===== src/include/dtim_params.svh =====
`ifndef DTIM_PARAMS_SVH
`define DTIM_PARAMS_SVH

`define DTIM_DEPTH 16                // Entries per column
`define DTIM_WIDTH 4                 // Columns sharing one index

`define DTIM_BASE_ADDR 32'h0000_1000 // Inclusive
`define DTIM_TOP_ADDR 32'h0000_2000  // Exclusive

`define DMEM_WORDS 4096
`define DMEM_LATENCY 3               // Cycles from valid to ready

`endif

===== src/rtl/dtim_pkg.sv =====
`include "dtim_params.svh"

package dtim_pkg;

  localparam int index_bits = $clog2(`DTIM_DEPTH);
  localparam int column_bits = $clog2(`DTIM_WIDTH);
  localparam int tag_bits = 32 - index_bits - column_bits - 2;

  typedef struct packed {
    logic valid;
    logic fence;
    logic [31:0] addr;
    logic [31:0] wdata;
    logic [3:0] strb;        // Zero means read
  } mem_req_t;

  typedef struct packed {
    logic ready;
    logic [31:0] rdata;
  } mem_rsp_t;

  typedef struct packed {
    logic lock;
    logic dirty;
    logic [tag_bits-1:0] tag;
    logic [31:0] data;
  } entry_t;

  typedef struct packed {
    logic wen;
    logic [index_bits-1:0] waddr;
    logic [index_bits-1:0] raddr;
    entry_t wentry;
  } ram_in_t;

  typedef struct packed {
    entry_t rentry;
  } ram_out_t;

  typedef enum logic [1:0] {state_lookup, state_miss, state_bypass, state_fence} ctrl_state_e;

endpackage


===== src/rtl/dtim_ram.sv =====
`include "dtim_params.svh"

module dtim_ram (
  input logic clock,
  input dtim_pkg::ram_in_t ram_in,
  output dtim_pkg::ram_out_t ram_out
);

  import dtim_pkg::*;

  // All entries start unlocked
  entry_t ram_array [`DTIM_DEPTH] = '{default: '0};

  logic [index_bits-1:0] raddr = '0;

  always_ff @(posedge clock) begin
    raddr <= ram_in.raddr;
    if (ram_in.wen) begin
      ram_array[ram_in.waddr] <= ram_in.wentry;
    end
  end

  assign ram_out.rentry = ram_array[raddr]; // Read through registered index

endmodule


===== config.mk =====
export PLATFORM = sky130hd
export DESIGN_NAME = dtim_ram
export DESIGN_NICKNAME = d
export VERILOG_FILES = /design/src/rtl/dtim_pkg.sv /design/src/rtl/dtim_ram.sv
export VERILOG_INCLUDE_DIRS = /design/src /design/src/include
export SDC_FILE = /design/constraint.sdc
export NUM_CORES = 1
export LEC_CHECK = 0
export ABC_AREA = 0
export BUFFER_PORTS_ARGS = -buffer_cell sky130_fd_sc_hd__buf_2
export CELL_PAD_IN_SITES_DETAIL_PLACEMENT = 0
export CELL_PAD_IN_SITES_GLOBAL_PLACEMENT = 1
export CORE_MARGIN = 2
export CORE_UTILIZATION = 55
export CTS_CLUSTER_SIZE = 30
export DETAILED_ROUTE_END_ITERATION = 10
export HOLD_SLACK_MARGIN = 0.12
export PLACE_DENSITY = 0.81
export SLEW_MARGIN = 10
export SYNTH_ARGS = -nofsm -noshare
export SYNTH_HDL_FRONTEND = slang
export SYNTH_SLANG_ARGS = --single-unit

===== constraint.sdc =====
create_clock -name clock -period 14 [get_ports clock]
set_input_delay 2.8 -clock clock [delete_from_list [all_inputs] [get_ports clock]]
set_output_delay 2.8 -clock clock [all_outputs]
set_load 0.02 [all_outputs]

Word level (Yosys, flattened, before mapping) --
Memories as Yosys holds them, arrays and structs flattened. A register that Yosys moved wholly into a read port is not among the register bits. Index checks and enable logic that the tools add are counted.
Operators by class: mux-type cells 2
Operator list (count):
- 1-bit 2-to-1 mux | 2
Storage, ports and cells: flip-flop bits (word level) 0, input bits 68, memory bits (writable) 928, memories 1
Memories:
- ram_array | words 16, bits a word 58, rd ports 1, clocked after Yosys merged registers in 1, write ports 1, RTL line dtim_ram.sv:12 | entry_t ram_array [`DTIM_DEPTH] = '{default: '0};

Depth between registers and ports, before layout --
Gate-level depths: netlist (run 1).
depth in word-level cells 2, depth in mapped cells 6, depth with buffers taken out 3

Worst setup path after synthesis (run 1) --
No wires, ideal clock.
path type input port to flip-flop, start point in ram_in[64] (netlist bit), end point mem ram_array[0][0] (netlist bit), enable pin, path buffers 0, setup time 0.546 ns, data arrival time 7.261 ns, slack 6.193 ns, required time 13.454 ns, cell stages on the path 2, path through or3b_2 -> nor3_1
RTL lines:
- from (decl) | RTL line dtim_ram.sv:5 | input dtim_pkg::ram_in_t ram_in,
- to (decl) | RTL line dtim_ram.sv:12
No word-level cell before the write port.

==> results of run 1 <==
critical path, stage by stage (launching register included):
cell	delay, ps
dfxtp_4	880
buf_4	660
buf_4	930
mux4_2	420
a22oi_1	260
nand2_1	180
buf_2	190
power by group:
group | internal, W | switching (W) | total [W]
Combinational | 0.000113 | 0.000182 | 0.000295
Clock | 0.00133 | 0.000987 | 0.00232
Sequential | 0.00313 | 0.0000189 | 0.00315
cell usage after synthesis:
cell / n
edfxtp_1: 928
mux4_2: 232
a22oi_1: 116
nand2_1: 59
clkbuf_1: 30
buf_2: 19
nor2_1: 13
buf_4: 11
buf_6: 9
buf_1: 8
dfxtp_1: 4
nor3_1: 4
nand2b_1: 2
nand3b_1: 2
nor2b_1: 2
and2_1: 1
nand3_1: 1
or3b_2: 1
routing by layer:
layer / vias up / share of wire, % / GRT usage, %
li1: 6580 / - / -
met1: 8525 / 41 / 33.9
met2: 754 / 49 / 36.6
met3: 124 / 8.4 / 4.83
met4: 16 / 2.0 / 6.64
met5: - / 0.15 / 0
final cells by class:
cell class | count | area [µm²]
Clock inverter | 46 | 373
Timing Repair Buffer | 158 | 886
Fill cell | 4188 | 23600
Tap cell | 846 | 1060
Multi-Input combinational cell | 433 | 6580
Clock buffer | 115 | 2430
Sequential cell | 932 | 28000
Antenna cell | 2 | 5.00
worst min-delay path by stage:
stage | from | endpoint | slack [ps] | cells past startpoint
2_1_floorplan | ram_in[58] | flip-flop | 2830 | 0
3_3_place_gp | ram_in[61] | flip-flop | 2910 | 1
3_5_place_dp | ram_in[61] | flip-flop | 2910 | 1
4_1_cts | ram_in[61] | flip-flop | 2250 | 1
5_1_grt | ram_in[61] | flip-flop | 2260 | 1
6_report | ram_in[61] | flip-flop | 2270 | 1
cell families after synthesis:
kind of cell | Yosys count | share of synthesized area, %
flops | 932 | 80.3
compound gates | 116 | 2.50
mux | 232 | 15.0
simple gates | 85 | 1.01
buf+inv | 77 | 1.21
per-stage QoR:
step                      cell area (µm²)  instances  setup slack (ps)  power, W  hold slack [ps]
after floorplan                     34800       1442              6190   0.00338             2830
after global placement              36500       2369              7540   0.00349             2910
after detailed placement            36500       2369              7560   0.00350             2910
after CTS                           39300       2530              6860   0.00579             2250
after global routing                39300       2531              6640   0.00592             2260
final                               39300       2532              6930   0.00576             2270
cells in the final DEF, fill, tap and decap left out, types with 13 or more instances in the layout:
cell type,count
a22oi_1,116
buf_2,125
buf_4,32
clkbuf_1,21
clkbuf_16,94
clkinv_1,18
clkinv_2,20
edfxtp_1,928
mux4_2,232
nand2_1,59
nor2_4,13
==> impl_metrics.yaml, run 1 <==
min_path:
  hp-class: "input port to flip-flop"
timing:
  fmax_ghz: 0.141
  hold_viol_final: 0
  tightest_slew_ps: 1150
  slew_viol_final: 0
  slew_headroom_pct: 23.4
  setup_viol: 0
  min_period_ps: 7070
  final.setup.tns_ps: 0
  rsz0062_at_grt: "false"
  fin_crit_sh_pct: 50.5
logic_synthesis:
  syn_area_um2: 34800
  synth_area_leaders: "edfxtp_1 (80%), mux4_2 (15%), a22oi_1 (2.5%)"
  synthCells: 1442
  synth_nets: 1510
  synth.distinct_cells: 18
  synth_seq_area_share_pct: 80.3
  avgSynthCellArea_um2: 24.1
  synth-seq-cells: 932
  yosysWarnings: 0
  synth_top_area_share_pct: 80.0
  yosysTopAreaCell: "edfxtp_1"
routing:
  vias_per_cell: 6.32
  routed_wl_um: 75400
  drc_errors: 0
  first_pass_iters: 7
  wl_per_cell_um: 29.8
  vias: 15999
  drt_first_iter_violations: 1944
  drtAntennaViolNets: 0
final_layout:
  largest_reg_flops: 928
  num-nets-final: 1682
  largest-register: "ram_array"
  drive_gt1_share_pct: 31.8
  syn2layout_area_growth_pct: 12.9
  fin_util_pct: 62.5
  reg_top3: "ram_array x928"
global_route:
  grt_pass1_vias: 16603
  antenna_found_initial: 9
  grt-ovfl-total: 0
  grt_max_degree: 126
  grt_usage_pct: 23.3
  grt_pass1_wl_um: 111000
clock_tree:
  cts_root_buf: "clkbuf_16"
  cts.clk_slew.worst_paths_ps: 60
  clk_path_buf_depth: 3
  cts_htree_levels: 3
  cts_hold_buf: 0
  cts_buffers: 89
  cts.sinks: 932
  cts_tree: "done"
  cts_setup_buffers: 0
  ctsResizeCount: 0
critical_path:
  endpoint: "ram_out[9]"
  end_kind: "primary output"
  worstSetupPathType: "flip-flop to primary output"
  cp_data_required_time_ps: 11200
  arrival_ps: 4270
  cp-start-kind: "flip-flop"
  path_max_fanout: 76
place:
  dpl.hpwl_um: 34500
  gp_congestion: 0.702
  numPortBuffers: 125
power_and_ir_drop:
  peakVddDrop_uv: 90.8
  p_leak_nw: 12.5
  power.density_nw_per_um2: 147
floorplanning:
  die_h_um: 256
  fp-row-count: 92
  ios: 126
  coreArea_um2: 62900
  dieArea_um2: 65300
  initial_utilization_pct: 55.4
  fp.dieW_um: 256
flow_run:
  maxCapViolations: 0
outcome:
  status: "finished clean"
Note: power is estimated with default switching activity, not from simulation.
==> inputs of run 2 (changes only) <==
==> constraint.sdc (replaced) <==
create_clock -name clock -period 7.1 [get_ports clock]
set_input_delay 1.42 -clock clock [delete_from_list [all_inputs] [get_ports clock]]
set_output_delay 1.42 -clock clock [all_outputs]
set_load 0.02 [all_outputs]
==> run 2 against run 1 <==
  * Power up 97%
  * Clock-buffer cell count down 10
  * Critical path type unchanged
  * Sequential power up 97%
  * First-iteration DRC count up 13%
  * Critical path depth down 1
  * Largest power group unchanged
  * Final area up 0.16%
  * Sequential share of layout area down 0.11 points
  * Worst setup slack worse by 4700 ps
  * Largest cell class unchanged
  * Via count up 1.5%
  * Flip-flop and latch count unchanged
  * Worst hold slack worse by 1400 ps
  * Highest routed layer unchanged
==> impl_metrics.yaml, run 2 (synthesis gave the netlist of run 1 again) <==
critical_path:
  path_max_fanout: 39
  cp-start-kind: "flip-flop"
  cp_data_required_time_ps: 5680
  critPathMaxStageDelay_ps: 880
  end_kind: "primary output"
  crit_chain: "buf_4 > mux4_2 > a22oi_1 > nand2_1 > buf_2"
  crit_family: "buffers and inverters"
  arrival_ps: 3460
  cp_slowest_cell: "dfxtp_4"
  cp.buffers_inverters: 2
  worstSetupPathType: "flip-flop to primary output"
place:
  gp_congestion: 0.720
  dp_slack_ps: 2770
  dpl.hpwl_um: 34600
  numPortBuffers: 125
  post-place-cells: 2372
clock_tree:
  cts_setup_buffers: 0
  cts_tree: "done"
  cts_hold_buf: 0
  cts_buffers: 89
  cts.clk_slew.worst_paths_ps: 60
  ctsResizeCount: 0
  cts_htree_levels: 3
  cts.sinks: 932
  clk_path_buf_depth: 3
  cts_root_buf: "clkbuf_16"
timing:
  setup_viol: 0
  setup_slack_ps: 2220
  slew_viol_final: 0
  fin_crit_sh_pct: 68.7
  fmax_ghz: 0.205
  min_period_ps: 4880
  rsz0062_at_grt: "false"
  final.setup.tns_ps: 0
  slew_headroom_pct: 22.2
  tightest_slew_ps: 1170
  hold_viol_final: 0
final_layout:
  fillCellCount: 4135
  drive_gt1_share_pct: 32.3
  reg_top3: "ram_array x928"
  num-nets-final: 1685
  syn2layout_area_growth_pct: 13.0
  largest-register: "ram_array"
  largest_reg_flops: 928
  layout_commonest_cell: "edfxtp_1"
  fin_cells: 2532
  mostFrequentLayoutCells: "edfxtp_1 (928), mux4_2 (232), buf_2 (125)"
routing:
  vias_per_cell: 6.41
  vias: 16232
  wl_per_cell_um: 29.7
  drc_errors: 0
  routed_wl_um: 75200
  drt_first_iter_violations: 2190
  first_pass_iters: 5
  drtAntennaViolNets: 0
power_and_ir_drop:
  sw_frac_of_total_pct: 20.7
  combPwrFrac_pct: 5.1
  seqPwrFrac_pct: 54.6
  pwr-share-clk_pct: 40.3
  peakVddDrop_uv: 167
  power.density_nw_per_um2: 289
  p_leak_nw: 12.5
  p_int_w: 0.00901
  switchingPower_w: 0.00236
flow_run:
  maxCapViolations: 0
floorplanning:
  coreArea_um2: 62900
  fp-row-count: 92
  dieArea_um2: 65300
  die_h_um: 256
  ios: 126
  fp.dieW_um: 256
  initial_utilization_pct: 55.4
global_route:
  grt_pass1_vias: 16569
  grt_util_met2_pct: 37.2
  grt_pass1_wl_um: 110000
  grt-busiest-layer: "met2"
  grt-ovfl-total: 0
  antenna_found_initial: 10
  grt_usage_pct: 23.2
  grt_max_degree: 94
  grt_use_met3_pct: 4.32
  gr-usage-met1_pct: 33.7
outcome:
  status: "finished clean"
min_path:
  hp-class: "input port to flip-flop"
run 2: final timing paths:
path	start	to	cells after the start
min	ram_in[58]	flip-flop	1
max	flip-flop	ram_out[47]	5
run 2: layout make-up:
type | count | area (µm²) | share of cell area (%)
tap | 846 | 1060 | 2.69
clock buffer | 105 | 2310 | 5.87
multi-input combinational | 433 | 6580 | 16.7
clock inverter | 53 | 510 | 1.30
timing repair buffer | 161 | 933 | 2.37
sequential | 932 | 28000 | 71.0
antenna | 2 | 5.00 | 0.0127
run 2: power by group through the flow:
stage,clock network (W),logic [W],registers (W)
after detailed placement,0,0.000585,0.00632
after floorplan,0,0.000366,0.00630
after global routing,0.00484,0.000624,0.00621
final,0.00458,0.000582,0.00621
after CTS,0.00462,0.000588,0.00621
after global placement,0,0.000573,0.00631
run 2: per-layer routing:
layer  wire, µm  vias to the layer above
met1      30000                     8693
met5         84                        -
met3       6740                      111
met4       1250                       14
met2      37100                      844
li1           -                     6570
run 2: per-stage QoR:
step | power (W) | utilization, % | area, µm² | hold WS [ps]
floorplan | 0.00667 | - | 34800 | 1450
global placement | 0.00689 | 58.1 | 36500 | 1530
detailed placement | 0.00691 | 58.1 | 36500 | 1530
CTS | 0.0114 | 62.6 | 39300 | 856
global route | 0.0117 | 62.6 | 39300 | 867
finish | 0.0114 | 62.6 | 39400 | 883
==> inputs of run 3 (changes only) <==
--- a/config.mk
+++ b/config.mk
@@ -11,11 +11,11 @@
 export CELL_PAD_IN_SITES_DETAIL_PLACEMENT = 0
 export CELL_PAD_IN_SITES_GLOBAL_PLACEMENT = 1
 export CORE_MARGIN = 2
-export CORE_UTILIZATION = 55
+export CORE_UTILIZATION = 50
 export CTS_CLUSTER_SIZE = 30
 export DETAILED_ROUTE_END_ITERATION = 10
 export HOLD_SLACK_MARGIN = 0.12
-export PLACE_DENSITY = 0.81
+export PLACE_DENSITY = 0.78
 export SLEW_MARGIN = 10
 export SYNTH_ARGS = -nofsm -noshare
 export SYNTH_HDL_FRONTEND = slang
==> constraint.sdc (replaced) <==
create_clock -name clock -period 4.4 [get_ports clock]
set_input_delay 0.88 -clock clock [delete_from_list [all_inputs] [get_ports clock]]
set_output_delay 0.88 -clock clock [all_outputs]
set_load 0.02 [all_outputs]
==> run 3 against run 2 <==
  * Largest cell class unchanged
  * Critical path type unchanged
  * Via count fell by 1.8%
  * Largest power group unchanged
  * Final area rose by 0.85%
  * Sequential share of layout area fell by 0.60 points
==> impl_metrics.yaml, run 3 (synthesis gave the netlist of run 1 again) <==
routing:
  vias: 15941
  routed_wl_um: 72600
  first_pass_iters: 5
  drc_errors: 0
  drt_first_iter_violations: 1599
  wl_per_cell_um: 27.6
  vias_per_cell: 6.06
  drtAntennaViolNets: 0
final_layout:
  largest_reg_flops: 928
  mostFrequentLayoutCells: "edfxtp_1 (928), mux4_2 (232), buf_2 (125)"
  layout_commonest_cell: "edfxtp_1"
  num-nets-final: 1694
  fillCellCount: 4906
  reg_top3: "ram_array x928"
  drive_gt1_share_pct: 32.4
  multi_input_area_um2: 6610
  syn2layout_area_growth_pct: 14.0
  largest-register: "ram_array"
  regArea_um2: 28000
timing:
  tightest_slew_ps: 1170
  fin_crit_sh_pct: 86.8
  setup_viol: 0
  final.setup.tns_ps: 0
  min_period_ps: 3820
  setup_slack_ps: 582
  slew_headroom_pct: 22.1
  fmax_ghz: 0.262
  hold_viol_final: 0
  slew_viol_final: 0
  rsz0062_at_grt: "false"
place:
  dpl.hpwl_um: 37500
  gp_congestion: 0.711
  numPortBuffers: 125
  dp_slack_ps: 1250
critical_path:
  cp_data_required_time_ps: 3520
  arrival_ps: 2940
  cp-start-kind: "flip-flop"
  worstSetupPathType: "flip-flop to primary output"
  path_max_fanout: 41
  end_kind: "primary output"
floorplanning:
  fp-row-count: 96
  coreArea_um2: 68700
  dieArea_um2: 71800
  ios: 126
  initial_utilization_pct: 50.7
  fp.dieW_um: 268
  die_h_um: 268
power_and_ir_drop:
  p_leak_nw: 12.6
  power.density_nw_per_um2: 460
  peakVddDrop_uv: 284
outcome:
  status: "finished clean"
clock_tree:
  cts_tree: "done"
  cts_buffers: 90
  cts.clk_slew.worst_paths_ps: 60
  cts_htree_levels: 3
  clk_path_buf_depth: 3
  ctsResizeCount: 0
  cts.sinks: 932
  cts_hold_buf: 0
  cts_setup_buffers: 0
  cts_root_buf: "clkbuf_16"
global_route:
  antenna_found_initial: 12
  grt-ovfl-total: 0
  grt_max_degree: 61
  grt_pass1_vias: 16669
  grt_pass1_wl_um: 108000
  grt_usage_pct: 20.6
flow_run:
  maxCapViolations: 0
min_path:
  hp-class: "input port to flip-flop"
  min_path_cells: 1
  hp-start: "ram_in[59]"
run 3: cell count changes in the layout (fill, tap and decap cells not counted), moves of 2 or more:
cell,change
clkbuf_1,+4
bufinv_16,-4
buf_4,-6
clkinv_1,+3
clkinv_8,-2
nor3_2,-4
clkinvlp_4,-2
buf_12,+14
clkbuf_8,+5
clkbuf_16,+2
nor3_4,+4
run 3: area by class of cell:
class	instances	share of cell area, %
clock buffers	116	6.15
multi-input cells	433	16.6
well taps	931	2.94
flip-flops and latches	932	70.4
diodes	3	0.0189
repair buffers	169	2.94
clock inverters	47	0.861
run 3: layer usage:
metal  up-vias  global-route usage [%]  wire [µm]
met5         -                       0         71
met4        12                    5.03       1170
met3       107                    4.44       5620
met2       594                    32.7      35000
met1      8613                    29.7      30700
li1       6615                       -          -
run 3: worst max-delay path by stage:
stage / startpoint / end / depth (start not counted)
floorplan: ram_in[64] / ram_array[1][0] / 2
global placement: flip-flop / ram_out[43] / 5
detailed placement: flip-flop / ram_out[43] / 5
CTS: flip-flop / ram_out[28] / 5
global route: flip-flop / ram_out[43] / 5
finish: flip-flop / ram_out[43] / 5
run 3: where the power goes:
part / internal [W] / switching, W / leakage, nW / total [W]
registers: 0.00995 / 0.0000521 / 8.42 / 0.0100
clock network: 0.00414 / 0.00314 / 1.36 / 0.00728
logic: 0.000373 / 0.000596 / 2.81 / 0.000968
run 3: metrics by stage:
| step | power, W | utilization [%] | area, µm² | instances | hold WS, ps |
|---|---|---|---|---|---|
| after floorplan | 0.0108 | - | 34800 | 1442 | 908 |
| after global placement | 0.0111 | 53.7 | 36900 | 2465 | 992 |
| after detailed placement | 0.0112 | 53.7 | 36900 | 2465 | 983 |
| after CTS | 0.0184 | 57.8 | 39700 | 2628 | 306 |
| after global routing | 0.0188 | 57.8 | 39700 | 2629 | 326 |
| final | 0.0183 | 57.8 | 39700 | 2631 | 342 |
run 3: critical path: stages (launching register included):
cell	delay (ps)
dfxtp_4	800
buf_4	430
mux4_2	360
a22oi_1	340
nand2_1	150
buf_2	190
